$ cat src/cpu_defines.svh
`ifndef CPU_DEFINES_SVH
`define CPU_DEFINES_SVH

// Data path and address width
`define XLEN 32

// Register index width, 32 architectural registers
`define REG_ADDR_W 5

// Data memory depth in 32-bit words
`define DMEM_WORDS 256

`endif

$ cat src/verilog/pc_unit.sv
`timescale 1ns/10ps
`default_nettype none
`include "cpu_defines.svh"

module pc_unit (
    input  logic             clk_i,
    input  logic             arst_n_i,
    input  logic [`XLEN-1:0] imm_i,
    input  logic [`XLEN-1:0] jalr_target_i,
    input  logic             branch_i,
    input  logic             jalr_i,
    output logic [`XLEN-1:0] pc_o,
    output logic [`XLEN-1:0] pc_plus4_o
);

    logic [`XLEN-1:0] pc;
    logic [`XLEN-1:0] pc_target;
    logic [`XLEN-1:0] next_pc;

    assign pc_plus4_o = pc + `XLEN'd4;
    assign pc_target  = pc + imm_i;        // Branch and JAL target

    always_comb begin
        if (jalr_i) begin
            next_pc = {jalr_target_i[`XLEN-1:1], 1'b0};
        end else if (branch_i) begin
            next_pc = pc_target;
        end else begin
            next_pc = pc_plus4_o;
        end
    end

    always_ff @(posedge clk_i or negedge arst_n_i) begin
        if (!arst_n_i) begin
            pc <= '0;
        end else begin
            pc <= next_pc;
        end
    end

    assign pc_o = pc;

endmodule

`default_nettype wire

$ cat config.mk
export PLATFORM = sky130hd
export DESIGN_NAME = pc_unit
export DESIGN_NICKNAME = d
export VERILOG_FILES = /design/src/verilog/pc_unit.sv
export VERILOG_INCLUDE_DIRS = /design/src
export SDC_FILE = /design/constraint.sdc
export NUM_CORES = 1
export LEC_CHECK = 0
export BUFFER_PORTS_ARGS = -buffer_cell sky130_fd_sc_hd__clkbuf_2
export CAP_MARGIN = 20
export CELL_PAD_IN_SITES_DETAIL_PLACEMENT = 1
export CELL_PAD_IN_SITES_GLOBAL_PLACEMENT = 2
export CORE_ASPECT_RATIO = 1.5
export CORE_MARGIN = 10
export CORE_UTILIZATION = 30
export DETAILED_ROUTE_END_ITERATION = 6
export PLACE_DENSITY = 0.9
export SLEW_MARGIN = 20
export SYNTH_ARGS = -nofsm -noshare
export SYNTH_HDL_FRONTEND = slang
export SYNTH_SLANG_ARGS = --single-unit
$ cat constraint.sdc
create_clock -name clk_i -period 5 [get_ports clk_i]
set_input_delay 0.25 -clock clk_i [delete_from_list [all_inputs] [get_ports clk_i]]
set_output_delay 0.25 -clock clk_i [all_outputs]
set_load 0.01 [all_outputs]
After elaboration in Yosys (flattened, before gate mapping)
Index checks and enable logic that the tools add are counted.
Widths: inputs -> output; s select.
Operators by class
  add/subtract/negate cells: 2
  multiplexer cells: 2
Operator list (count)
  $mux 32: 2
  $add 32x3->32 const B: 1
  $add 32x32->32: 1
Storage, ports and cells
  flip-flop bits (word level): 32
  bits of input ports: 68
  output and inout port bits: 64
  word-level logic and storage cells: 5

Depth between registers and ports, before layout
  word-level depth: 3
  mapped depth: 11
  gate-level depth less buffers: 11

Worst setup path after synthesis
Ideal clock, no wire load.
  path kind: register to register
  from: register pc[0], in the netlist pc_o[0]
  to: register pc[28], in the netlist pc_o[28]
  setup time: 0.079 ns
  arrival: 2.466 ns
  required time: 4.921 ns
  path slack: 2.454 ns
  cell stages (with the launch flop): 12
  path buffers: 0
  period minus slack after synthesis: 2.546 ns
  path through: dfrtp_1 -> ha_1 -> inv_1 -> fa_1 -> nand2b_1 -> a21oi_1 -> a221o_1 -> o2111a_2 -> o211ai_2 -> a21oi_1 -> mux2i_1 -> a2bb2oi_1
Between the ends
  cells in the longest elaborated chain, start to end: 3
  elaborated cells on any way between the ends: 4
  classes of those cells: add/sub (2); mux (2)
Ends and longest elaborated chain
  start: declaration: line pc_unit.sv:16  | logic [`XLEN-1:0] pc;
  start signal: assignment: line pc_unit.sv:37  | pc <= next_pc;
  $add 32x3->32 or $add 32x32->32 (tied branches): line pc_unit.sv:20, pc_unit.sv:21
  $mux 32 (*): line pc_unit.sv:26  | end else if (branch_i) begin
  $mux 32 (*): line pc_unit.sv:24  | if (jalr_i) begin
  via next_pc[28]: line pc_unit.sv:18  | logic [`XLEN-1:0] next_pc;
The timed path passes the listed nets; every way through them passes the cells marked *.

Final worst setup path
Same ends and word-level chain as after synthesis.

==> impl_metrics.env <==
export IMPL_routed_wirelength_um=15500
export IMPL_fp_dieH_um=157
export IMPL_timing_fmax_mhz=330
export IMPL_hold_class="in -> async"
export IMPL_dp_hpwl_um=12500
export IMPL_reg2reg_from="pc_o[0]"
export IMPL_grt_pass1_vias=4678
export IMPL_clkPwrFrac_pct=20.5
export IMPL_ys_seq_elements=32
export IMPL_rsz0062_at_grt="false"
export IMPL_cts_sinks=32
export IMPL_vdd_drop_max_uv=109
export IMPL_yosys_area_share_adder_pct=11.2
export IMPL_syn_nets=580
export IMPL_async_flop_share_pct=100
export IMPL_via_count=4205
export IMPL_avgSynthCellArea_um2=7.87
export IMPL_finalCriticalPeriod_ps=3030
export IMPL_io_pins=132
export IMPL_finalHoldViolCount=0
export IMPL_drc=0
export IMPL_cts_htree_levels=2
export IMPL_pwr_share_comb_pct=55.1
export IMPL_crit_path_frequent_cell="a21oi_1"
export IMPL_ys_flop_type="dfrtp_1"
export IMPL_dieArea_mm2=0.0175
export IMPL_syn_cell_area_mm2=0.00377
export IMPL_synth_cell_type_count=64
export IMPL_syn2layout_area_growth_pct=22.0
export IMPL_p_switching_w=0.000702
export IMPL_yosysWarnings=0
export IMPL_wl_per_cell_um=20.6
export IMPL_diodes=0
export IMPL_setup_viol=0
export IMPL_ys_seq_area_share_pct=21.3
export IMPL_grt_pass1_wl_um=24400
export IMPL_synthTopCellsByArea="dfrtp_1 21%, ha_1 11%, xnor2_1 6.5%"
export IMPL_r2r_cells=11
export IMPL_rows=50
export IMPL_drive_gt1_share_pct=25.2
export IMPL_finalWeightedCongestion=0.935
export IMPL_yosysTopAreaCell="dfrtp_1"
export IMPL_rrSetupSlack_ps=1970
export IMPL_grt_use_total_pct=17.2
export IMPL_slew_violations=0
export IMPL_yosys_area_share_xor_xnor_pct=10.2
export IMPL_path_class="reg -> reg"
export IMPL_worstMarginPinSlew_ps=911
export IMPL_fin_crit_sh_pct=60.6
export IMPL_coreArea_mm2=0.0124
export IMPL_antenna_found_initial=0
export IMPL_fin_tns_setup_ps=0
export IMPL_viasPerCell=5.59
export IMPL_drtIter0Drc=170
export IMPL_post_cts_resize_count=0
export IMPL_grt_max_degree=33
export IMPL_run_status="complete, no violations"
export IMPL_worstPathArrival_ps=3240
export IMPL_cts_tree="built"
export IMPL_seq_power_share_pct=24.5
export IMPL_post_dp_cell_area_mm2=0.00446
export IMPL_yosysMostFrequentCell="nand2_1"
export IMPL_die_w_um=112
export IMPL_synthCells=479
export IMPL_post_route_cell_area_mm2=0.00459
export IMPL_initial_core_util_pct=30.4
export IMPL_path_cells="ha_1 > inv_1 > fa_1 > nand2b_1 > a21oi_1 > a221o_1 > o2111a_2 > o211ai_2 > a21oi_1 > mux2i_1 > a2bb2oi_1"
export IMPL_relSlewSlack_pct=39.3
export IMPL_synth_compound_area_share_pct=25.8
export IMPL_clk_latency_ps=290
export IMPL_rr_endpoint="pc_o[28]"
export IMPL_numCtsBuffers=5
export IMPL_ctsHoldBuffers=0
export IMPL_cap_viol_max_count=0
export IMPL_critical_path_required_ps=5210
export IMPL_synthSimpleGateAreaFrac_pct=23.8
export IMPL_overflow=0
export IMPL_path_max_fanout=4
export IMPL_synth_area_mux_share_pct=1.89
export IMPL_nets=697
export IMPL_p_leak_nw=2.15
export IMPL_final_antenna_net_count=0
export IMPL_p_int_w=0.000828
export IMPL_port_buffers=130
export IMPL_ys_top_cells_by_count="51 x nand2_1, 43 x a21oi_1, 41 x nor2_1"
export IMPL_post_cts_buffers=0
export IMPL_end_kind="flop"
export IMPL_switching_share_pct=45.9
export IMPL_cts_buffer_depth=2
export IMPL_worst_setup_path_start_kind="flop"
export IMPL_dr_pass1_iters=5
export IMPL_largest_reg_flops=32
export IMPL_skew_ps=6.90
export IMPL_synth_edf_count=0
export IMPL_clk_pin_slew_worst_paths_ps=60
export IMPL_cts_root_buf="clkbuf_16"
export IMPL_synth_top_area_share_pct=21.3
export IMPL_slowest_stage="dfrtp_1"
export IMPL_cpPeakStageDelay_ps=390
export IMPL_power_density_mw_per_mm2=333
export IMPL_synth_top_family_by_area="compound AO/OA/AOI/OAI gates"
[logic make-up (layout without fill, tap and decap cells)]
kind of cell	Yosys count	after routing
AOI/OAI and AO/OA	145	145
xor gates and xnor gates	44	44
adders and majority gates	33	33
buffers and inverters	37	154
DFF	32	32
muxes	7	7
and+or+nand+nor	181	181
[layer usage]
layer	share of wire (%)	GRT usage (%)	vias up	wire, um
met2	54	33.1	131	8440
met1	37	17.1	2041	5760
met3	5.0	3.77	40	781
met5	0	0	-	0
li1	-	-	1993	-
met4	3.4	7.61	0	528
[power by group through the flow]
stage | Combinational, W | Sequential, W | Clock, W
detailed placement | 0.000841 | 0.000379 | 0
global placement | 0.000816 | 0.000376 | 0
CTS | 0.000848 | 0.000375 | 0.000323
finish | 0.000842 | 0.000374 | 0.000313
floorplan | 0.000575 | 0.000380 | 0
global route | 0.000936 | 0.000384 | 0.000331
[cell usage in the layout (no fill, tap or decap), types with 7 or more instances in the layout]
| cell | instances |
|---|---|
| a21oi_1 | 43 |
| nand4_1 | 15 |
| nand2_1 | 51 |
| xnor2_1 | 28 |
| a31oi_1 | 7 |
| clkbuf_2 | 129 |
| nor2_1 | 41 |
| o21ai_0 | 25 |
| ha_1 | 32 |
| nor3_1 | 9 |
| a21o_1 | 10 |
| xor2_1 | 16 |
| o21a_1 | 10 |
| and3_1 | 14 |
| nand3_1 | 21 |
| dfrtp_1 | 32 |
| inv_1 | 15 |
[metrics by stage]
| stage | instances | power [W] | hold slack, ps | utilization, % | setup slack [ps] |
|---|---|---|---|---|---|
| after floorplan | 479 | 0.000955 | -45.6 | - | 2450 |
| after global placement | 745 | 0.00119 | 448 | 36.0 | 2030 |
| after detailed placement | 745 | 0.00122 | 466 | 36.0 | 1980 |
| after global routing | 752 | 0.00165 | 159 | 37.1 | 1810 |
| final | 752 | 0.00153 | 95.3 | 37.1 | 1970 |
| after CTS | 752 | 0.00155 | 168 | 37.1 | 1950 |
[layout make-up]
cell class | count | area [um^2]
clock inverters | 1 | 5.00
clock buffers | 6 | 129
fillers | 1576 | 7790
flip-flops and latches | 32 | 801
repair buffers | 131 | 658
inverters | 16 | 60.1
multi-input cells | 410 | 2750
well taps | 156 | 195
[worst max path at each step]
stage,start,to,slack (ps),cells past startpoint
3_3_place_gp,pc_o[0],pc_o[30],2030,11
4_1_cts,pc_o[0],pc_o[30],1950,11
6_report,pc_o[0],pc_o[28],1970,11
2_1_floorplan,pc_o[0],pc_o[28],2450,11
5_1_grt,pc_o[0],pc_o[30],1810,11
3_5_place_dp,pc_o[0],pc_o[30],1980,11
[worst max-delay path, delay by kind of cell, from the launching register on]
family / cells / cell delay (ps)
compound gates: 6 / 1490
fa+ha+maj: 2 / 570
buf+inv: 1 / 60
flops: 1 / 390
mux: 1 / 230
simple gates: 1 / 200
Power figures use the tool's default switching activity.
