===== src/cpu_defines.svh =====
`ifndef CPU_DEFINES_SVH
`define CPU_DEFINES_SVH

// Data path and address width
`define XLEN 32

// Register index width, 32 architectural registers
`define REG_ADDR_W 5

// Data memory depth in 32-bit words
`define DMEM_WORDS 256

`endif


===== src/verilog/register_file.sv =====
`timescale 1ns/10ps
`default_nettype none
`include "cpu_defines.svh"

module register_file (
    input  logic                   clk_i,
    input  logic                   arst_n_i,
    input  logic [`REG_ADDR_W-1:0] rs1_i,
    input  logic [`REG_ADDR_W-1:0] rs2_i,
    input  logic [`REG_ADDR_W-1:0] rd_i,
    input  logic                   we_i,
    input  logic [`XLEN-1:0]       wd_i,
    output logic [`XLEN-1:0]       rd1_o,
    output logic [`XLEN-1:0]       rd2_o
);

    localparam int NREGS = 1 << `REG_ADDR_W;

    logic [`XLEN-1:0] regs [1:NREGS-1];   // x0 has no storage

    always_ff @(posedge clk_i or negedge arst_n_i) begin
        if (!arst_n_i) begin
            for (int i = 1; i < NREGS; i++) begin
                regs[i] <= '0;
            end
        end else if (we_i && (rd_i != '0)) begin
            regs[rd_i] <= wd_i;
        end
    end

    assign rd1_o = (rs1_i == '0) ? '0 : regs[rs1_i];
    assign rd2_o = (rs2_i == '0) ? '0 : regs[rs2_i];

endmodule

`default_nettype wire


===== config.mk =====
export PLATFORM = sky130hd
export DESIGN_NAME = register_file
export DESIGN_NICKNAME = d
export VERILOG_FILES = /design/src/verilog/register_file.sv
export VERILOG_INCLUDE_DIRS = /design/src
export SDC_FILE = /design/constraint.sdc
export NUM_CORES = 2
export LEC_CHECK = 0
export CORE_ASPECT_RATIO = 0.5
export CORE_MARGIN = 3
export CORE_UTILIZATION = 30
export DETAILED_ROUTE_END_ITERATION = 7
export DONT_BUFFER_PORTS = 1
export GPL_ROUTABILITY_DRIVEN = 0
export GPL_TIMING_DRIVEN = 0
export PLACE_DENSITY = 0.57
export RECOVER_POWER = 100
export SLEW_MARGIN = 20
export SYNTH_ARGS = -nofsm -noshare
export SYNTH_HDL_FRONTEND = slang
export SYNTH_SLANG_ARGS = --single-unit

===== constraint.sdc =====
create_clock -name clk_i -period 2.08 [get_ports clk_i]
set_input_delay 0.312 -clock clk_i [delete_from_list [all_inputs] [get_ports clk_i]]
set_output_delay 0.312 -clock clk_i [all_outputs]
set_load 0.005 [all_outputs]

Yosys cells after proc, flatten, opt, wreduce, memory -nomap -nowiden
Index checks and enable logic that the tools add are counted.
Widths: inputs -> output; s select.
{"block": "totals", "input_bits": 50, "output_inout_bits": 64, "word_cells": 54, "register_bits": 992}
{"block": "classes", "n_bitwise": 3, "muxes": 11, "reduce_logical": 5, "magnitude_cmp": 4}
{"operator": "$bwmux 992", "n": 1}
{"operator": "$bmux 32 s5", "n": 2}
{"operator": "$mux 32", "n": 7}
{"operator": "$demux 32 s5", "n": 1}
{"operator": "$ge 6x6->1 const B", "n": 3}
{"operator": "$not 5->6", "n": 3}
{"operator": "$logic_not 5->1", "n": 2}
{"operator": "$lt 6x1->1 const B", "n": 1}
{"operator": "$reduce_bool 5->1", "n": 1}
{"operator": "$logic_and 1x1->1", "n": 2}

Logic depth before layout (Yosys ltp)
{"block": "depth", "word_depth": 6, "mapped_depth": 8, "depth_no_buf": 4}

Least setup slack after synthesis
OpenSTA, ideal clock, no wires.
{"block": "synth_path", "kind": "in2out", "from": "input rs1_i[0]", "to": "output rd1_o[0]", "n_path_buf": 3, "t_arrival_ns": 1.757, "setup_slack_ns": 0.011, "cell_stages": 7, "t_required_ns": 1.768, "path_cell_list": "buf_6 buf_4 buf_2 mux2_2 a221o_1 o211ai_1 o211ai_1"}
{"block": "synth_between", "elab_chain_cells": 5, "elab_cells_between_ends": 6, "cone_classes": "mux (4); bitwise (1); reduce/logical (1)"}
{"item": "start, declared", "line": "register_file.sv:8", "source": "input logic [`REG_ADDR_W-1:0] rs1_i,"}
{"item": "$not 5->6 (implied by the code)", "line": "register_file.sv:31", "source": "assign rd1_o = (rs1_i == '0) ? '0 : regs[rs1_i];"}
{"item": "$bmux 32 s5", "line": "register_file.sv:31"}
{"item": "$mux 32 (implied by the code) (2 in a row)", "line": "register_file.sv:31"}
{"item": "$mux 32 *", "line": "register_file.sv:31"}
{"item": "end, declared", "line": "register_file.sv:13", "source": "output logic [`XLEN-1:0] rd1_o,"}
Mark *: on every way between the ends. The rest lies on a longest branch, timed or not. The select of a mux whose other input is x is not followed.

Worst setup path in the final report
{"block": "layout_path", "from": "register regs[798] (netlist bit)", "to": "output rd1_o[30]"}
{"block": "layout_between", "elab_chain_cells": 4}
{"item": "start, declared", "line": "register_file.sv:19", "source": "logic [`XLEN-1:0] regs [1:NREGS-1];"}
{"item": "start signal, assigned by index", "line": "register_file.sv:27", "source": "regs[rd_i] <= wd_i;"}
{"item": "$bmux 32 s5", "line": "register_file.sv:31"}
{"item": "$mux 32 (implied by the code) (2 in a row)", "line": "register_file.sv:31"}
{"item": "$mux 32", "line": "register_file.sv:31"}
No other way between the ends. The select of a mux whose other input is x is not followed.

==> impl_metrics.env <==
export IMPL_status="complete, but fails checks"
export IMPL_violations="negative hold slack, max-capacitance violations, max-slew violations, negative setup slack"
export IMPL_placed_cell_area_um2=56500
export IMPL_die_y_um=305
export IMPL_netlist_instances=3612
export IMPL_setup_violations=94
export IMPL_rsz0062_at_grt="yes"
export IMPL_nFillCells=16700
export IMPL_drive_gt1_share_pct=52.3
export IMPL_io_pins=114
export IMPL_synthArstFlopShare_pct=100
export IMPL_path_max_fanout=3
export IMPL_worst_ir_drop_vdd_v=0.000663
export IMPL_cts_buffers=103
export IMPL_fin_nets=3864
export IMPL_largest_reg_flops=992
export IMPL_fin_crit_sh_pct=131
export IMPL_fin_crit_ns=2.74
export IMPL_critical_path_slowest_cell="o211ai_1"
export IMPL_crit_top_cell="o211ai_1"
export IMPL_coreArea_um2=175000
export IMPL_path_clk_slew_ns=0.06
export IMPL_synth_edff_count=0
export IMPL_grt_pass1_vias=38700
export IMPL_dpl_hpwl_um=150000
export IMPL_cap_violations=3
export IMPL_chipWidth_um=603
export IMPL_syn_area_um2=53500
export IMPL_largest_register="regs"
export IMPL_critPathTopFamily="compound AO/OA/AOI/OAI gates"
export IMPL_crit_arrival_ns=2.42
export IMPL_cp_required_ns=1.77
export IMPL_cpPeakStageDelay_ns=0.50
export IMPL_criticalPathCategory="flip-flop to primary output"
export IMPL_clock_skew_ns=0
export IMPL_yosysSeqAreaShare_pct=46.4
export IMPL_yosysWarnings=0
export IMPL_stdcell_area_um2=62400
export IMPL_gr_usage_all_layers_pct=24.4
export IMPL_routed_wl_um=231000
export IMPL_worst_slack_ns=-0.655
export IMPL_cts_hold_buf=32
export IMPL_port_buffers=0
export IMPL_synth_flop_cell="dfrtp_1"
export IMPL_grt_pass1_wl_um=314000
export IMPL_cts_buffer_depth=3
export IMPL_drt_first_pass_iters=6
export IMPL_end_kind="primary output"
export IMPL_synth_nets=3662
export IMPL_fmax_mhz=366
export IMPL_grt_max_degree=993
export IMPL_path_buf_inv=0
export IMPL_vias=38300
export IMPL_worstSkewPairLatency_ns=0.74
export IMPL_synth_cell_type_count=46
export IMPL_power_density_nw_per_um2=952
export IMPL_finalHoldViolations=230
export IMPL_hold_path_class="input port to async pin"
export IMPL_gr_total_overflow=0
export IMPL_cts_htree_levels=3
export IMPL_start_util_pct=30.5
export IMPL_area_delta_synth_final_pct=16.6
export IMPL_worst_pin_slew_ns=2.09
export IMPL_reg_top3="regs: 992 flops"
export IMPL_synth_top_area_share_pct=46.4
export IMPL_relSlewSlack_pct=-39.5
export IMPL_drv_slew=437
export IMPL_ant_nets=0
export IMPL_post_place_ws_ns=-1.62
export IMPL_crit_chain="mux4_2 -> o211ai_1 -> o211ai_1"
export IMPL_cts_root_buffer="clkbuf_16"
export IMPL_wl_per_cell_um=36.8
export IMPL_row_count=108
export IMPL_syn_mean_instance_area_um2=14.8
export IMPL_cts_tree="built"
export IMPL_synth_top_cell_by_area="dfrtp_1"
export IMPL_drt_iter0_markers=5413
export IMPL_antenna_found_initial=7
export IMPL_hold_slack_ns=-0.731
export IMPL_leakage_uw=0.0266
export IMPL_synth_seq_cells=992
export IMPL_dieArea_um2=184000
export IMPL_synth_area_leaders="dfrtp_1 46%, mux2_2 22%, mux4_2 16%"
export IMPL_start_kind="flip-flop"
export IMPL_clock_sinks=992
export IMPL_avgViaCountPerCell=6.11
export IMPL_route_detailed_drc=0
==> through the flow <==
stage	total power, µW	cells	TNS [ns]	hold WS, ns	utilization, %
3_5_place_dp	38200	5979	-213.88	0.0387	32.3
3_3_place_gp	37600	5977	-206.05	0.0410	32.2
5_1_grt	61100	6263	-84.89	-0.758	35.6
2_1_floorplan	34100	3612	0	0.0164	-
6_report	59400	6265	-30.46	-0.731	35.6
4_1_cts	58500	6241	-30.43	-0.752	35.4
==> area by class of cell <==
cell class	count	area (µm²)	area share, %
multi-input combinational	2219	27400	44.0
sequential	992	24800	39.8
clock buffer	147	2990	4.78
tap	2365	2960	4.74
buffer	389	2690	4.31
timing repair buffer	100	948	1.52
clock inverter	40	508	0.814
inverter	9	43.8	0.0702
antenna	4	10.0	0.0160
==> metal layers <==
metal | up-vias | track usage [%] | routed length [µm]
met4 | 6 | 13.7 | 16000
met2 | 2650 | 36.4 | 99700
li1 | 14400 | - | -
met1 | 20500 | 30.6 | 86900
met5 | - | 0 | 175
met3 | 704 | 8.69 | 27800
==> cell usage in the layout (no fill, tap or decap), types with 18 or more instances in the layout <==
master / instances
dlygate4sd3_1: 32
a221oi_1: 26
o31a_1: 28
clkbuf_16: 105
nand2_1: 21
nor2b_1: 34
a22oi_2: 22
clkbuf_2: 84
clkbuf_8: 24
buf_2: 18
dfrtp_1: 991
mux2_1: 20
buf_6: 53
a22oi_1: 80
mux4_2: 377
mux2i_2: 18
nor2_1: 31
o211ai_1: 32
buf_8: 23
and3_1: 29
buf_4: 83
mux2i_1: 242
clkbuf_1: 168
nor3_1: 24
clkinv_2: 20
mux2_2: 1046
clkbuf_4: 25
==> power breakdown <==
group          internal [µW]  total (µW)  leakage (µW)  switching, µW
clock                  11200       19800       0.00171           8560
combinational           7530       13600        0.0122           6080
sequential             23100       26000        0.0127           2920
==> what timing repair did <==
action | 4_1_cts | 5_1_grt
buffers inserted | 46 | 15
gates resized for setup | 367 | 64
endpoints found under the hold margin | 1024 | 495
pin swaps | 59 | 42
setup endpoints to repair | 64 | 243
cloned | 0 | 1
==> cell usage after synthesis (2+ instances only) <==
| cell | instances |
|---|---|
| nor2b_1 | 44 |
| o21ai_0 | 8 |
| o32ai_1 | 8 |
| nand4b_1 | 2 |
| buf_6 | 14 |
| and2b_1 | 2 |
| o21a_1 | 8 |
| buf_1 | 16 |
| nand2_1 | 21 |
| mux4_2 | 377 |
| a22oi_1 | 102 |
| and3_1 | 29 |
| buf_4 | 38 |
| a211oi_1 | 4 |
| mux2i_1 | 267 |
| nor2_1 | 33 |
| or2_2 | 2 |
| a2111oi_0 | 10 |
| nor3_1 | 32 |
| nand3_1 | 16 |
| inv_1 | 7 |
| o22ai_1 | 18 |
| or3_1 | 7 |
| and2_1 | 3 |
| nand2b_1 | 9 |
| a22o_1 | 4 |
| a221o_1 | 17 |
| mux2_1 | 19 |
| o31a_1 | 28 |
| mux2_2 | 1050 |
| a31oi_1 | 2 |
| o22a_1 | 16 |
| dfrtp_1 | 992 |
| clkbuf_1 | 161 |
| a221oi_1 | 43 |
| o211ai_1 | 32 |
| buf_2 | 162 |
==> path summary, 6_finish.rpt <==
| check | start | end | slack [ns] | cells after the start |
|---|---|---|---|---|
| min in group clk_i | wd_i[2] | regs[34] | 0.09 | 2 |
| max in group asynchronous | arst_n_i | regs[537] | -0.09 | 3 |
| worst min-delay path | arst_n_i | regs[1] | -0.73 | 0 |
| worst max register to register | regs[22] | regs[22] | 1.08 | 3 |
| worst min register to register | regs[778] | regs[778] | 0.52 | 1 |
| worst max-delay path | regs[798] | rd1_o[30] | -0.66 | 3 |
==> logic make-up (layout without fill, tap and decap cells) <==
logic type,Yosys count,in the layout,synth area share (%)
mux,1713,1713,43.4
flops,992,992,46.4
buf+inv,401,685,3.66
compound gates,303,303,4.51
simple gates,203,203,2.05
other cells,0,4,0
==> worst reg2reg max path: stages, from the launching register on <==
cell	delay [ns]
dfrtp_1	0.39
buf_4	0.13
buf_4	0.12
mux2_2	0.25
Note: power is estimated with default switching activity, not from simulation.
