===== config.mk =====
export PLATFORM = sky130hd
export DESIGN_NAME = control_unit
export DESIGN_NICKNAME = d
export VERILOG_FILES = /design/src/verilog/cpu_pkg.sv /design/src/verilog/control_unit.sv
export VERILOG_INCLUDE_DIRS = /design/src
export SDC_FILE = /design/constraint.sdc
export NUM_CORES = 1
export LEC_CHECK = 0
export BUFFER_PORTS_ARGS = -buffer_cell sky130_fd_sc_hd__buf_2
export CAP_MARGIN = 20
export CORE_MARGIN = 5
export CORE_UTILIZATION = 32
export DETAILED_ROUTE_END_ITERATION = 8
export GPL_TIMING_DRIVEN = 0
export PLACE_DENSITY = 0.88
export SLEW_MARGIN = 30
export SYNTH_ARGS = -nofsm -noshare
export SYNTH_HDL_FRONTEND = slang
export SYNTH_SLANG_ARGS = --single-unit

===== constraint.sdc =====
create_clock -name vclk -period 1.9
set_clock_uncertainty 0.1 [all_clocks]
set_input_delay 0.285 -clock vclk [all_inputs]
set_output_delay 0.285 -clock vclk [all_outputs]
set_load 0.005 [all_outputs]

===== src/cpu_defines.svh =====
`ifndef CPU_DEFINES_SVH
`define CPU_DEFINES_SVH

// Data path and address width
`define XLEN 32

// Register index width, 32 architectural registers
`define REG_ADDR_W 5

// Data memory depth in 32-bit words
`define DMEM_WORDS 256

`endif


===== src/verilog/cpu_pkg.sv =====
`default_nettype none

package cpu_pkg;

    // ALU operation codes, compare-only codes sit at the end
    typedef enum logic [4:0] {
        ALU_ADD,
        ALU_SUB,
        ALU_AND,
        ALU_OR,
        ALU_XOR,
        ALU_SLL,
        ALU_SRL,
        ALU_SRA,
        ALU_SLT,
        ALU_SLTU,
        ALU_PASS_B,   // LUI
        ALU_EQ,
        ALU_NE,
        ALU_LT,
        ALU_GE,
        ALU_LTU,
        ALU_GEU
    } alu_op_e;

    typedef enum logic [2:0] {
        IMM_I,
        IMM_S,
        IMM_B,
        IMM_U,
        IMM_J
    } imm_type_e;

    // Encoded as funct3[1:0] of loads and stores
    typedef enum logic [1:0] {
        MEM_BYTE = 2'd0,
        MEM_HALF = 2'd1,
        MEM_WORD = 2'd2
    } mem_size_e;

    typedef enum logic [1:0] {
        WB_ALU,
        WB_MEM,
        WB_PC_PLUS4
    } wb_src_e;

endpackage

`default_nettype wire


===== src/verilog/control_unit.sv =====
`timescale 1ns/10ps
`default_nettype none
`include "cpu_defines.svh"

module control_unit import cpu_pkg::*; (
    input  logic [`XLEN-1:0]       instr_i,
    input  logic                   branch_flag_i,
    output logic [`REG_ADDR_W-1:0] rs1_o,
    output logic [`REG_ADDR_W-1:0] rs2_o,
    output logic [`REG_ADDR_W-1:0] rd_o,
    output logic [`XLEN-1:0]       imm_o,
    output alu_op_e                alu_op_o,
    output logic                   alu_a_pc_o,
    output logic                   alu_b_imm_o,
    output wb_src_e                wb_src_o,
    output logic                   reg_we_o,
    output logic                   mem_we_o,
    output mem_size_e              mem_size_o,
    output logic                   mem_unsigned_o,
    output logic                   pc_branch_o,
    output logic                   pc_jalr_o
);

    localparam logic [6:0] OPC_LUI    = 7'b0110111;
    localparam logic [6:0] OPC_AUIPC  = 7'b0010111;
    localparam logic [6:0] OPC_JAL    = 7'b1101111;
    localparam logic [6:0] OPC_JALR   = 7'b1100111;
    localparam logic [6:0] OPC_BRANCH = 7'b1100011;
    localparam logic [6:0] OPC_LOAD   = 7'b0000011;
    localparam logic [6:0] OPC_STORE  = 7'b0100011;
    localparam logic [6:0] OPC_OP_IMM = 7'b0010011;
    localparam logic [6:0] OPC_OP     = 7'b0110011;

    logic [6:0] opcode;
    logic [2:0] funct3;
    imm_type_e  imm_type;

    // Register-register and register-immediate ALU group
    function automatic alu_op_e arith_op(input logic [2:0] f3, input logic alt);
        alu_op_e op;
        case (f3)
            3'b000:  op = alt ? ALU_SUB : ALU_ADD;
            3'b001:  op = ALU_SLL;
            3'b010:  op = ALU_SLT;
            3'b011:  op = ALU_SLTU;
            3'b100:  op = ALU_XOR;
            3'b101:  op = alt ? ALU_SRA : ALU_SRL;
            3'b110:  op = ALU_OR;
            default: op = ALU_AND;
        endcase
        return op;
    endfunction

    assign opcode = instr_i[6:0];
    assign funct3 = instr_i[14:12];
    assign rs1_o  = instr_i[19:15];
    assign rs2_o  = instr_i[24:20];
    assign rd_o   = instr_i[11:7];

    assign mem_size_o     = mem_size_e'(funct3[1:0]);  // LB/LH/LW and SB/SH/SW
    assign mem_unsigned_o = funct3[2];                 // LBU, LHU

    always_comb begin
        alu_op_o    = ALU_ADD;
        alu_a_pc_o  = 1'b0;
        alu_b_imm_o = 1'b0;
        wb_src_o    = WB_ALU;
        reg_we_o    = 1'b0;
        mem_we_o    = 1'b0;
        pc_branch_o = 1'b0;
        pc_jalr_o   = 1'b0;
        imm_type    = IMM_I;
        case (opcode)
            OPC_LUI: begin
                imm_type    = IMM_U;
                alu_op_o    = ALU_PASS_B;
                alu_b_imm_o = 1'b1;
                reg_we_o    = 1'b1;
            end
            OPC_AUIPC: begin
                imm_type    = IMM_U;
                alu_a_pc_o  = 1'b1;
                alu_b_imm_o = 1'b1;
                reg_we_o    = 1'b1;
            end
            OPC_JAL: begin
                imm_type    = IMM_J;
                wb_src_o    = WB_PC_PLUS4;
                reg_we_o    = 1'b1;
                pc_branch_o = 1'b1;       // Always taken
            end
            OPC_JALR: begin
                alu_b_imm_o = 1'b1;       // rs1 + imm, bit 0 cleared in pc_unit
                wb_src_o    = WB_PC_PLUS4;
                reg_we_o    = 1'b1;
                pc_jalr_o   = 1'b1;
            end
            OPC_BRANCH: begin
                imm_type    = IMM_B;
                pc_branch_o = branch_flag_i;
                case (funct3)
                    3'b000:  alu_op_o = ALU_EQ;
                    3'b001:  alu_op_o = ALU_NE;
                    3'b100:  alu_op_o = ALU_LT;
                    3'b101:  alu_op_o = ALU_GE;
                    3'b110:  alu_op_o = ALU_LTU;
                    default: alu_op_o = ALU_GEU;
                endcase
            end
            OPC_LOAD: begin
                alu_b_imm_o = 1'b1;
                wb_src_o    = WB_MEM;
                reg_we_o    = 1'b1;
            end
            OPC_STORE: begin
                imm_type    = IMM_S;
                alu_b_imm_o = 1'b1;
                mem_we_o    = 1'b1;
            end
            OPC_OP_IMM: begin
                // Only SRAI uses funct7, ADDI has no subtract form
                alu_op_o    = arith_op(funct3, (funct3 == 3'b101) && instr_i[30]);
                alu_b_imm_o = 1'b1;
                reg_we_o    = 1'b1;
            end
            OPC_OP: begin
                alu_op_o = arith_op(funct3, instr_i[30]);
                reg_we_o = 1'b1;
            end
            default: begin
            end
        endcase
    end

    always_comb begin
        case (imm_type)
            IMM_S:   imm_o = {{20{instr_i[31]}}, instr_i[31:25], instr_i[11:7]};
            IMM_B:   imm_o = {{20{instr_i[31]}}, instr_i[7], instr_i[30:25],
                              instr_i[11:8], 1'b0};
            IMM_U:   imm_o = {instr_i[31:12], 12'b0};
            IMM_J:   imm_o = {{12{instr_i[31]}}, instr_i[19:12], instr_i[20],
                              instr_i[30:21], 1'b0};
            default: imm_o = {{20{instr_i[31]}}, instr_i[31:20]};
        endcase
    end

endmodule

`default_nettype wire


# Word-level counts from Yosys, hierarchy flattened
# Cells that the tools add are included.
[totals]
register_bits = 0
input_bits = 33
wordCells = 42
[classes]
eq_ne = 19
n_mux = 17
n_reduce_logical = 6
[op_table]
columns = ["operator", "n"]
rows = [
  ["one-hot mux 31 bit (4 select lines)", 1],
  ["one-hot mux 4 bit (7 select lines)", 2],
  ["one-hot mux 5 bit (5 select lines)", 1],
  ["== test 7 x 6 -> 1 bit (second input constant)", 3],
  ["== test 7 bit (second input constant)", 3],
  ["one-hot mux 5 bit (4 select lines)", 1],
  ["== test 7 x 5 -> 1 bit (second input constant)", 2],
  ["== test 3 x 2 -> 1 bit (second input constant)", 4],
  ["== test 3 bit (second input constant)", 4],
  ["one-hot mux 3 bit (4 select lines)", 1],
  ["two-way mux 1 bit", 9],
  ["== test 7 x 2 -> 1 bit (second input constant)", 1],
  ["OR reduction 7 bit", 1],
  ["== test 3 x 1 -> 1 bit (second input constant)", 2],
  ["OR reduction 6 bit", 1],
  ["one-hot mux 2 bit (2 select lines)", 1],
  ["OR reduction 2 bit", 2],
  ["logical NOT 3 bit", 1],
  ["one-hot mux 1 bit (2 select lines)", 1],
  ["logical AND 1 bit", 1],
]

# Logic depth before layout (Yosys ltp)
[logic_depth]
word_depth = 5
ltp_mapped = 6
ltp_nobuf = 4

# Worst setup path after synthesis
# No wires, ideal clock.
[synth_path]
kind = "input port to output port"
startpoint = "input port instr_i[6]"
endpoint = "output port imm_o[12]"
stages = 6
setup_slack_ps = -48
arrival_time_ps = 1563
required_ps = 1515
path_cell_list = "buf_2 > or3b_4 > a211oi_4 > nor2b_2 > buf_6 > a21o_1"
[synth_between]
elab_chain_cells = 5
elab_cells_between_ends = 12
cone_classes = "eq/ne (9); mux (2); reduce/logical (1)"
[synth_rtl]
columns = ["item", "line", "source"]
rows = [
  ["start, declared", "control_unit.sv:6", "input logic [`XLEN-1:0] instr_i,"],
  ["== test 7 x 5 -> 1 bit / == test 7 x 6 -> 1 bit (equally long branches)", "control_unit.sv:73", "case (opcode)"],
  ["OR reduction 2 bit (no line)", "-", ""],
  ["one-hot mux 3 bit (4 select lines) *", "control_unit.sv:73", ""],
  ["== test 3 bit (tied with other cells)", "control_unit.sv:136", "case (imm_type)"],
  ["one-hot mux 31 bit (4 select lines) *", "control_unit.sv:136", ""],
  ["end, declared", "control_unit.sv:11", "output logic [`XLEN-1:0] imm_o,"],
]
# Every way passes the cells marked *; elsewhere a longest branch is shown, timed or not.

# Worst setup path after layout
# Ends and elaborated chain as after synthesis.

==> results.md <==
- Rel. slew slack: 0.757
- Max cap viols: 0
- First DRT Iteration DRCs: 27
- Nets: 261
- FFs & Latches: 0
- Core Util, Final: 0.617
- RSZ-0062 raised after global routing: true
- Crit Path Max Fanout: 8
- Synth top area share: 0.183
- Area leader, netlist: buf_4
- CP max stage delay: 390 ps
- Die W: 60.6 um
- Syn Inst Count: 123
- Post-synthesis sequential area ratio: 0
- WP data required: 1510 ps
- TNS Setup: 0 ps
- Fmax: 532 MHz
- GR Overflow Total: 0
- Tmin final: 1880 ps
- GPL Wtd Cong: 0.841
- Avg Inst Size Synth: 6.65 um^2
- Final HPWL from detailed placement: 2540 um
- Worst Max-Slew Pin Slew: 364 ps
- Synth area leaders: buf_4 18%, a21o_1 17%, nor2b_1 7.6%
- P_leak: 0.000915 uW
- Worst path arrival time: 1500 ps
- Synthesized area: 818 um^2
- Gr usage total: 0.156
- Max rail drop VDD: 0.000118 V
- Mapped Nets: 156
- Vias: 1,234
- Max-slew violations: 0
- Critical path capture point type: primary output
- Critical path startpoint category: input port
- Drt drc: 0
- CP Cell Sequence: buf_12 > or3b_4 > a211oi_4 > buf_6 > buf_6 > a21o_1 > buf_2
- Final hold vios: 0
- Post-synth top cells: 20 x buf_4, 19 x a21o_1, 10 x nor2b_1
- Pin count of the biggest net entering global routing: 11
- Outcome: finished, final reports clean
- Diode count: 0
- Crit-path most repeated cell: buf_6
- Period Utilization, post-route: 0.990
- Area of the core: 0.00245 mm^2
- PD cells: 183 mW/mm^2
- Worst hold path type: input port to primary output
- Full die area: 0.00367 mm^2
- Share of layout cells above drive strength 1: 0.624
- Initial core utilization: 0.333
- Post-synth cell types: 35
- Register Area: 0 um^2
- First-pass GRT wire length: 4620 um
- Final setup viols: 0
- Clk_buf instances: 0
- PortBufs: 91
- Routed wire length: 3230 um
- Initial antenna violation count: 0
- Vias in the first global route: 1,017
- Number of primary I/O pins: 96
- Routed wire per std cell: 12.6 um
- Die height: 60.6 um
- Syn-to-layout area delta: 85.2%
- CP max-delay cell: or3b_4
- Via-per-instance ratio: 4.82
- Row count: 18
- Kind of critical path: input port to primary output
- Detail Route Antenna Nets: 0
- TritonRoute pass-1 iters: 4
- Most frequent cell after synthesis: buf_4
- YS warnings: 0
[per-stage QoR]
step	instance area (um^2)	worst slack, ps	cells	power (uW)	hold slack [ps]
final	1520	18.6	256	278	637
after global routing	1520	-35.3	256	304	643
after CTS	1440	-12.6	251	264	639
after detailed placement	1320	-347	244	250	639
after global placement	1320	-320	244	244	639
after floorplan	828	0.696	123	135	551
[metal layers]
metal  vias to the layer above  track usage  share of wire
met3                         0      0.00638          0.057
met1                       563        0.208           0.40
met2                        42        0.290           0.54
met5                         -            0              0
met4                         0      0.00619              0
li1                        629            -              -
[logic make-up (layout without fill, tap and decap cells)]
logic type,count (synthesis),after routing,synth area share
buf+inv,33,135,0.266
compound gates,45,45,0.395
simple gates,45,46,0.339
[cell usage in the layout, fill, tap and decap left out, drive strengths merged, types with 2 or more instances in the layout]
cell / instances
nand2b: 3
a21oi: 6
buf: 129
a211oi: 2
inv: 3
nand2: 7
nor3: 2
clkbuf: 3
nand3b: 3
o21ai: 8
nor2b: 12
nor2: 8
a22o: 4
a21o: 19
[repair_timing]
action / 4_1_cts / 5_1_grt
hold buffers: 0 / 0
endpoints found under the setup margin: 36 / 29
pin swaps: 6 / 11
gates resized for setup: 19 / 15
cloned: 1 / 0
buffers inserted: 7 / 5
[report_power, final]
group | switching [uW] | internal (uW)
Combinational | 120 | 158
Sequential | 0 | 0
Clock | 0 | 0
[path summary, 6_finish.rpt]
check	cells after the start	endpoint	slack, ps	start
setup / recovery	7	imm_o[12]	20	instr_i[6]
hold / removal	2	mem_size_o[1]	640	instr_i[13]
[worst max-delay path: cells and delay by family]
family | cells | cell delay, ps
simple gates | 1 | 390
compound gates | 2 | 330
buf+inv | 4 | 500
[area by class of cell]
type | count | area, um^2
fillers | 222 | 940
multi-input cells | 91 | 649
repair buffers | 103 | 571
plain buffers | 29 | 246
inverters | 3 | 11.3
well taps | 30 | 37.5
(Power assumes the default switching activity.)
