==> config.mk <==
export PLATFORM = sky130hd
export DESIGN_NAME = alu
export DESIGN_NICKNAME = d
export VERILOG_FILES = /design/src/verilog/cpu_pkg.sv /design/src/verilog/alu.sv
export VERILOG_INCLUDE_DIRS = /design/src
export SDC_FILE = /design/constraint.sdc
export NUM_CORES = 1
export LEC_CHECK = 0
export BUFFER_PORTS_ARGS = -buffer_cell sky130_fd_sc_hd__buf_2
export CAP_MARGIN = 20
export CORE_UTILIZATION = 50
export DETAILED_ROUTE_END_ITERATION = 6
export PLACE_DENSITY = 0.67
export SKIP_LAST_GASP = 1
export SYNTH_ARGS = -nofsm -noshare
export SYNTH_HDL_FRONTEND = slang
export SYNTH_SLANG_ARGS = --single-unit
==> constraint.sdc <==
create_clock -name vclk -period 6
set_input_delay 1.2 -clock vclk [all_inputs]
set_output_delay 1.2 -clock vclk [all_outputs]
set_load 0.005 [all_outputs]
==> src/cpu_defines.svh <==
`ifndef CPU_DEFINES_SVH
`define CPU_DEFINES_SVH

// Data path and address width
`define XLEN 32

// Register index width, 32 architectural registers
`define REG_ADDR_W 5

// Data memory depth in 32-bit words
`define DMEM_WORDS 256

`endif

==> src/verilog/cpu_pkg.sv <==
`default_nettype none

package cpu_pkg;

    // ALU operation codes, compare-only codes sit at the end
    typedef enum logic [4:0] {
        ALU_ADD,
        ALU_SUB,
        ALU_AND,
        ALU_OR,
        ALU_XOR,
        ALU_SLL,
        ALU_SRL,
        ALU_SRA,
        ALU_SLT,
        ALU_SLTU,
        ALU_PASS_B,   // LUI
        ALU_EQ,
        ALU_NE,
        ALU_LT,
        ALU_GE,
        ALU_LTU,
        ALU_GEU
    } alu_op_e;

    typedef enum logic [2:0] {
        IMM_I,
        IMM_S,
        IMM_B,
        IMM_U,
        IMM_J
    } imm_type_e;

    // Encoded as funct3[1:0] of loads and stores
    typedef enum logic [1:0] {
        MEM_BYTE = 2'd0,
        MEM_HALF = 2'd1,
        MEM_WORD = 2'd2
    } mem_size_e;

    typedef enum logic [1:0] {
        WB_ALU,
        WB_MEM,
        WB_PC_PLUS4
    } wb_src_e;

endpackage

`default_nettype wire

==> src/verilog/alu.sv <==
`timescale 1ns/10ps
`default_nettype none
`include "cpu_defines.svh"

module alu import cpu_pkg::*; (
    input  logic [`XLEN-1:0] a_i,
    input  logic [`XLEN-1:0] b_i,
    input  alu_op_e          op_i,
    output logic [`XLEN-1:0] result_o,
    output logic             flag_o
);

    logic [4:0] shamt;
    logic       lt_s;
    logic       lt_u;
    logic       eq;

    assign shamt = b_i[4:0];   // RV32 shifts use 5 bits only
    assign lt_s  = $signed(a_i) < $signed(b_i);
    assign lt_u  = a_i < b_i;
    assign eq    = a_i == b_i;

    always_comb begin
        result_o = '0;
        flag_o   = 1'b0;
        case (op_i)
            ALU_ADD:    result_o = a_i + b_i;
            ALU_SUB:    result_o = a_i - b_i;
            ALU_AND:    result_o = a_i & b_i;
            ALU_OR:     result_o = a_i | b_i;
            ALU_XOR:    result_o = a_i ^ b_i;
            ALU_SLL:    result_o = a_i << shamt;
            ALU_SRL:    result_o = a_i >> shamt;
            ALU_SRA:    result_o = $unsigned($signed(a_i) >>> shamt);
            ALU_SLT:    result_o = {{(`XLEN-1){1'b0}}, lt_s};
            ALU_SLTU:   result_o = {{(`XLEN-1){1'b0}}, lt_u};
            ALU_PASS_B: result_o = b_i;
            ALU_EQ:     flag_o   = eq;
            ALU_NE:     flag_o   = !eq;
            ALU_LT:     flag_o   = lt_s;
            ALU_GE:     flag_o   = !lt_s;
            ALU_LTU:    flag_o   = lt_u;
            ALU_GEU:    flag_o   = !lt_u;
            default:    result_o = '0;
        endcase
    end

endmodule

`default_nettype wire

Yosys cells after proc, flatten, opt, wreduce, memory -nomap -nowiden
Index checks and enable logic that the tools add are counted.
{"block": "op_classes", "eq_ne": 17, "n_reduce_logical": 4, "magnitude_cmp": 2, "muxes": 2, "bitwise": 3, "n_shift": 3, "add_sub_neg": 2}
{"operator": "32-bit case mux with 11 select lines", "n": 1}
{"operator": "32-bit less-than comparator", "n": 2}
{"operator": "5-bit by 4-bit == test with 1-bit output (second input constant)", "n": 8}
{"operator": "32-bit adder", "n": 1}
{"operator": "32-bit bitwise AND", "n": 1}
{"operator": "32-bit == test", "n": 1}
{"operator": "32-bit bitwise OR", "n": 1}
{"operator": "32-bit by 5-bit << shifter with 32-bit output", "n": 1}
{"operator": "32-bit by 5-bit >> shifter with 32-bit output", "n": 1}
{"operator": "32-bit by 5-bit >>> shifter with 32-bit output", "n": 1}
{"operator": "32-bit subtractor", "n": 1}
{"operator": "32-bit XOR", "n": 1}
{"operator": "5-bit by 3-bit == test with 1-bit output (second input constant)", "n": 4}
{"operator": "5-bit by 2-bit == test with 1-bit output (second input constant)", "n": 2}
{"operator": "1-bit case mux with 6 select lines", "n": 1}
{"operator": "5-bit by 1-bit == test with 1-bit output (second input constant)", "n": 1}
{"operator": "5-bit == test (second input constant)", "n": 1}
{"operator": "5-bit logical NOT", "n": 1}
{"operator": "1-bit logical NOT", "n": 3}
{"block": "word_totals", "input_bits": 69, "regBits": 0}

Logic depth before layout (Yosys ltp)
Gate-level depths: netlist of run 1.
{"block": "depth", "depth_word": 3, "mapped_depth": 18, "depth_no_buf": 13}

Least setup slack after synthesis of run 1
Ideal clock, no wire load.
{"block": "synth_timing", "path_type": "input port to output port", "start": "in b_i[2]", "end": "out result_o[31]", "t_arrival_ns": 4.533, "path_stages": 18, "path_slack_ns": 0.267, "cell_sequence": "buf_2 > inv_1 > buf_2 > buf_2 > buf_2 > buf_2 > ha_1 > buf_6 > o211a_1 > a211o_1 > o2bb2ai_2 > a2111oi_4 > o21ai_2 > nand3_1 > o2bb2ai_1 > nor3_1 > o31ai_1 > o31ai_1"}
{"block": "synth_between", "elab_chain_len": 2, "word_cells_on_any_way": 6, "cone_classes": "2 x add/sub; 3 x shift; 1 x mux"}
{"item": "from (decl)", "line": "alu.sv:7", "text": "input logic [`XLEN-1:0] b_i,"}
{"item": "32-bit subtractor, or another cell as far along", "line": "alu.sv:28", "text": "ALU_SUB: result_o = a_i - b_i;"}
{"item": "32-bit case mux with 11 select lines *", "line": "alu.sv:26", "text": "case (op_i)"}
{"item": "to (decl)", "line": "alu.sv:9", "text": "output logic [`XLEN-1:0] result_o,"}
Every way passes the cells marked *; elsewhere a longest branch is shown, timed or not.

Final worst setup path of run 1
{"block": "layout_timing", "start": "in a_i[24]", "end": "out flag_o"}
{"block": "layout_between", "elab_chain_len": 3, "word_cells_on_any_way": 7, "cone_classes": "2 x order compare; 1 x eq/ne; 1 x mux; 3 x reduce/logical"}
{"item": "from (decl)", "line": "alu.sv:6", "text": "input logic [`XLEN-1:0] a_i,"}
{"item": "32-bit less-than comparator, or another cell as far along", "line": "alu.sv:20", "text": "assign lt_u = a_i < b_i;"}
{"item": "1-bit logical NOT, on equally long branches", "line": "alu.sv:43, alu.sv:39, alu.sv:41"}
{"item": "1-bit case mux with 6 select lines *", "line": "alu.sv:26"}
{"item": "to (decl)", "line": "alu.sv:10", "text": "output logic flag_o"}
Marked as above.

==> impl_metrics.csv, run 1 <==
group,metric,value,unit
run_status,status,"finished clean",
setup_path,crit_path_start_kind,"primary input",
grt,antenna_found_initial,4,
grt,first_global_vias,10400,
floorplan,die_y,135,microns
routing,wl_per_cell,25.3,microns
synth,synth_compound_area_frac,0.403,
floorplan,pin_count,102,
routing,vias_per_cell,7.11,
timing,hold-worst-slack,2.75,ns
timing,worst_pin_slew,1.10,ns
timing,final.period_utilization,0.996,
cells_and_area,fin_nets,1578,
cells_and_area,flops_and_latches,0,
placed_design,gp_congestion,1.08,
run,drv_cap,0,
grt,grt_remaining_overflow,0,
synth,ys_warn_count,0,
routing,ant_nets,0,
setup_path,critPathBufInv,3,
floorplan,dieArea,18300,sq um
routing,drt_wl_total,41300,microns
timing,finalCriticalPeriod,5.98,ns
timing,setup_viol,0,
min_path,hold_path_end,"result_o[14]",
synth,synthCells,1363,
timing,max-slew-margin-rel,0.266,
placed_design,port-buffer-count,102,
timing,fmax,167,MHz
grt,grt_max_degree,57,
setup_path,cp_common_cell,"buf_2",
synth,synth_fa_ha_area_frac,0.142,
setup_path,critPathCaptureType,"output port",
setup_path,crit_path_max_fanout,6,
setup_path,critical_path.cell_chain,"buf_2, inv_1, ha_1, or4_1, nor4b_1, nand4_1, nor4_2, o21a_1, nor2_1, a211o_1, buf_2",
min_path,hold_path_class,"primary input to output port",
synth,synth_top_family_by_area,"compound AO/OA/AOI/OAI gates",
floorplan,rows,48,
synth,synth_area_leaders,"ha_1 (14%), a21oi_1 (6.7%), o21ai_0 (6.7%)",
routing,vias,11600,
min_path,hold_start,"b_i[14]",
setup_path,crit_arrival,4.78,ns
synth,yosysUniqueCellTypes,89,
routing,drc,0,
synth,ys_seq_area_frac,0,
placed_design,hpwl,32300,microns
timing,rsz0062_at_grt,"false",
cells_and_area,nClkBuffers,0,
synth,syn-num-nets,1532,
synth,synth_mux_area_frac,0.127,
synth,synthSimpleGateAreaFrac,0.224,
setup_path,critical-path-max-stage-delay,0.74,ns
cells_and_area,layout_commonest_cell,"nand2_1",
floorplan,core,17400,sq um
min_path,hold_depth,4,
cells_and_area,fill_cells,1829,
synth,yosysTopAreaCell,"ha_1",
timing,slew_viol_final,0,
setup_path,slowest_stage,"nor4b_1",
cells_and_area,final_cell_mix,"nand2_1 (157), nor2_1 (144), a21oi_1 (120)",
placed_design,dp.cells,1632,
grt,grt_pass1_wl,62100,microns
setup_path,path_class,"primary input to output port",
setup_path,cp.required,4.80,ns
synth,synth_area,8900,sq um
cells_and_area,seq_area,0,sq um
synth,synth-xor-area-share,0.00886,
setup_path,crit_family,"simple AND/OR/NAND/NOR gates",
floorplan,die_x,135,microns
routing,firstDrtPassIters,6,
cells_and_area,final-instance-count-excl-fill,1633,
grt,track_usage,0.445,
routing,drt_iter0_drc,1571,
floorplan,start_util,0.513,
synth,synth_top_area_frac,0.138,
cells_and_area,layout-drive-gt1-share,0.155,
timing,final_hold_viol_count,0,
cells_and_area,areaGrowthSynthToFinish,7.76,%
synth,avgSynthCellArea,6.53,sq um
[through the flow]
stage                     instance area, sq um   util  setup slack [ns]  setup TNS [ns]
after floorplan                           8900      -             0.267               0
after global placement                    9580  0.552            -0.165          -0.165
after detailed placement                  9580  0.552            -0.117          -0.117
after CTS                                 9590  0.552             0.163               0
after global routing                      9590  0.552            0.0151               0
final                                     9590  0.553            0.0220               0
[synth_stat cells (6+ instances only)]
| cell type | count |
|---|---|
| a211o_1 | 10 |
| a211oi_1 | 21 |
| a21o_1 | 24 |
| a21oi_1 | 120 |
| a221o_1 | 13 |
| a221oi_1 | 29 |
| a22oi_1 | 14 |
| a31oi_1 | 13 |
| and2_1 | 7 |
| and3_1 | 7 |
| buf_1 | 7 |
| buf_2 | 38 |
| buf_4 | 6 |
| clkbuf_1 | 50 |
| ha_1 | 98 |
| inv_1 | 91 |
| mux2_2 | 11 |
| mux2i_1 | 53 |
| mux4_2 | 21 |
| nand2_1 | 157 |
| nand2b_1 | 16 |
| nand3_1 | 17 |
| nand4_1 | 11 |
| nor2_1 | 144 |
| nor2b_1 | 9 |
| nor3_1 | 35 |
| nor4_1 | 10 |
| o2111ai_1 | 11 |
| o211ai_1 | 21 |
| o21a_1 | 9 |
| o21ai_0 | 119 |
| o21ai_1 | 6 |
| o21bai_1 | 15 |
| o221ai_1 | 10 |
| o22ai_1 | 26 |
| o31ai_1 | 9 |
| or3_1 | 7 |
| xnor2_1 | 8 |
[final cells by class]
class	instances	area [sq um]	share of cell area
antenna	1	2.50	0.000261
timing repair buffer	149	866	0.0903
inverter	95	357	0.0372
multi-input combinational	1163	8090	0.843
tap	225	282	0.0294
[layer usage]
layer,track usage,share of wire,up-vias
met3,0.104,0.13,128
met4,0.185,0.048,4
met1,0.630,0.41,5439
met2,0.636,0.41,870
li1,-,-,5168
met5,0,0.00044,-
[kinds of logic (layout without fill, tap and decap cells)]
| logic type | Yosys count | in the layout |
|---|---|---|
| other | 0 | 1 |
| AND/OR/NAND/NOR | 443 | 443 |
| AO/OA/AOI/OAI | 526 | 526 |
| buffers and inverters | 200 | 244 |
| multiplexers | 85 | 85 |
| XOR/XNOR | 9 | 9 |
| adder cells (fa/ha/maj) | 100 | 100 |
[worst max path at each step]
stage                  from            to  slack (ns)  cells past startpoint
detailed placement  a_i[24]        flag_o       -0.12                     11
finish              a_i[24]        flag_o        0.02                     11
floorplan            b_i[2]  result_o[31]        0.27                     18
global placement    a_i[24]        flag_o       -0.16                     11
CTS                 a_i[24]        flag_o        0.16                     11
global route         b_i[2]  result_o[26]        0.02                     14
[what timing repair did]
action	in CTS	in global routing
buffers inserted	0	0
hold buffers	0	0
resized for setup	1	1
setup endpoints to repair	1	1
==> inputs of run 2 (changes only) <==
- PLACE_DENSITY: 0.67 -> 0.76
==> run 2 against run 1 <==
  * Die area stayed put
  * Sequential share of layout area unchanged
  * Non-clock buffer count shrank 3
  * Maximum frequency grew 1.4%
  * Sequential cell count did not move
  * First-iteration DRC count is 6.2% lower
  * Critical endpoint unchanged
==> impl_metrics.csv, run 2 (same netlist as run 1, synthesis figures left out) <==
group,metric,value,unit
cells_and_area,layout_commonest_cell,"nand2_1",
setup_path,crit_end,"flag_o",
routing,vias_per_cell,7.05,
setup_path,crit_path_max_fanout,6,
grt,antenna_found_initial,4,
floorplan,core,17400,sq um
setup_path,crit_arrival,4.70,ns
timing,final.period_utilization,0.983,
cells_and_area,nClkBuffers,0,
routing,vias,11500,
cells_and_area,fill_cells,1836,
routing,firstDrtPassIters,6,
grt,grt_pass1_wl,62100,microns
run,drv_cap,0,
run_status,status,"finished clean",
timing,fmax,170,MHz
timing,rsz0062_at_grt,"false",
timing,worst_pin_slew,1.05,ns
routing,drc,0,
grt,grt_max_degree,81,
cells_and_area,fin_nets,1575,
grt,track_usage,0.446,
floorplan,rows,48,
timing,fin_ws,0.102,ns
timing,setup_viol,0,
setup_path,cp.required,4.80,ns
min_path,hold_path_class,"primary input to output port",
routing,ant_nets,0,
cells_and_area,layout-drive-gt1-share,0.153,
setup_path,critPathCaptureType,"output port",
timing,finalCriticalPeriod,5.90,ns
placed_design,hpwl,32600,microns
floorplan,pin_count,102,
cells_and_area,flops_and_latches,0,
setup_path,crit_path_start_kind,"primary input",
routing,drt_wl_total,41400,microns
cells_and_area,areaGrowthSynthToFinish,7.66,%
timing,slew_viol_final,0,
floorplan,dieArea,18300,sq um
floorplan,die_x,135,microns
floorplan,start_util,0.513,
cells_and_area,seq_area,0,sq um
floorplan,die_y,135,microns
setup_path,crit_start,"a_i[24]",
timing,final_hold_viol_count,0,
grt,grt_remaining_overflow,0,
placed_design,port-buffer-count,102,
routing,drt_iter0_drc,1473,
timing,max-slew-margin-rel,0.293,
setup_path,path_class,"primary input to output port",
routing,wl_per_cell,25.4,microns
placed_design,place_ws,-0.0839,ns
cells_and_area,final_cell_mix,"nand2_1 (157), nor2_1 (144), a21oi_1 (120)",
placed_design,gp_congestion,1.04,
grt,first_global_vias,10200,
run 2: metal layers:
layer / wire length [microns] / track usage / part of all wire
met1: 17500 / 0.641 / 0.42
met3: 5240 / 0.0913 / 0.13
met2: 17600 / 0.668 / 0.42
met5: 0 / 0 / 0
met4: 1160 / 0.114 / 0.028
run 2: how the worst min path moves through the flow:
stage | from | endpoint | slack (ns) | cells past startpoint
global route | b_i[15] | result_o[15] | 2.77 | 4
global placement | b_i[15] | result_o[15] | 2.74 | 4
floorplan | b_i[17] | result_o[17] | 2.52 | 2
detailed placement | b_i[15] | result_o[15] | 2.74 | 4
finish | b_i[15] | result_o[15] | 2.74 | 4
CTS | b_i[15] | result_o[15] | 2.74 | 4
run 2: final cells by class:
cell class,instances,area (sq um),area share
Timing Repair Buffer,146,856,0.0893
Antenna cell,2,5.00,0.000522
Inverter,95,357,0.0372
Multi-Input combinational cell,1163,8080,0.844
Tap cell,225,282,0.0294
run 2: what timing repair did:
action / in CTS / in global routing
endpoints found under the hold margin: 0 / 0
resized for setup: 1 / 0
endpoints found under the setup margin: 1 / 0
hold buffers: 0 / 0
setup buffers: 0 / 0
run 2: critical path, cell delays in order:
cell,delay [ns]
buf_2,0.20
inv_1,0.15
ha_1,0.36
or4_1,0.56
nor4b_1,0.79
nand4_1,0.22
nor4_2,0.58
o21a_1,0.22
nor2_1,0.04
a211o_1,0.25
buf_2,0.12
run 2: stage by stage:
stage / hold slack [ns] / utilization / TNS, ns / cells / area, sq um
after floorplan: 2.52 / - / 0 / 1363 / 8900
after global placement: 2.74 / 0.551 / -0.111 / 1629 / 9570
after detailed placement: 2.74 / 0.551 / -0.0839 / 1629 / 9570
after CTS: 2.74 / 0.552 / 0 / 1629 / 9580
after global routing: 2.77 / 0.552 / 0 / 1629 / 9580
final: 2.74 / 0.552 / 0 / 1631 / 9580
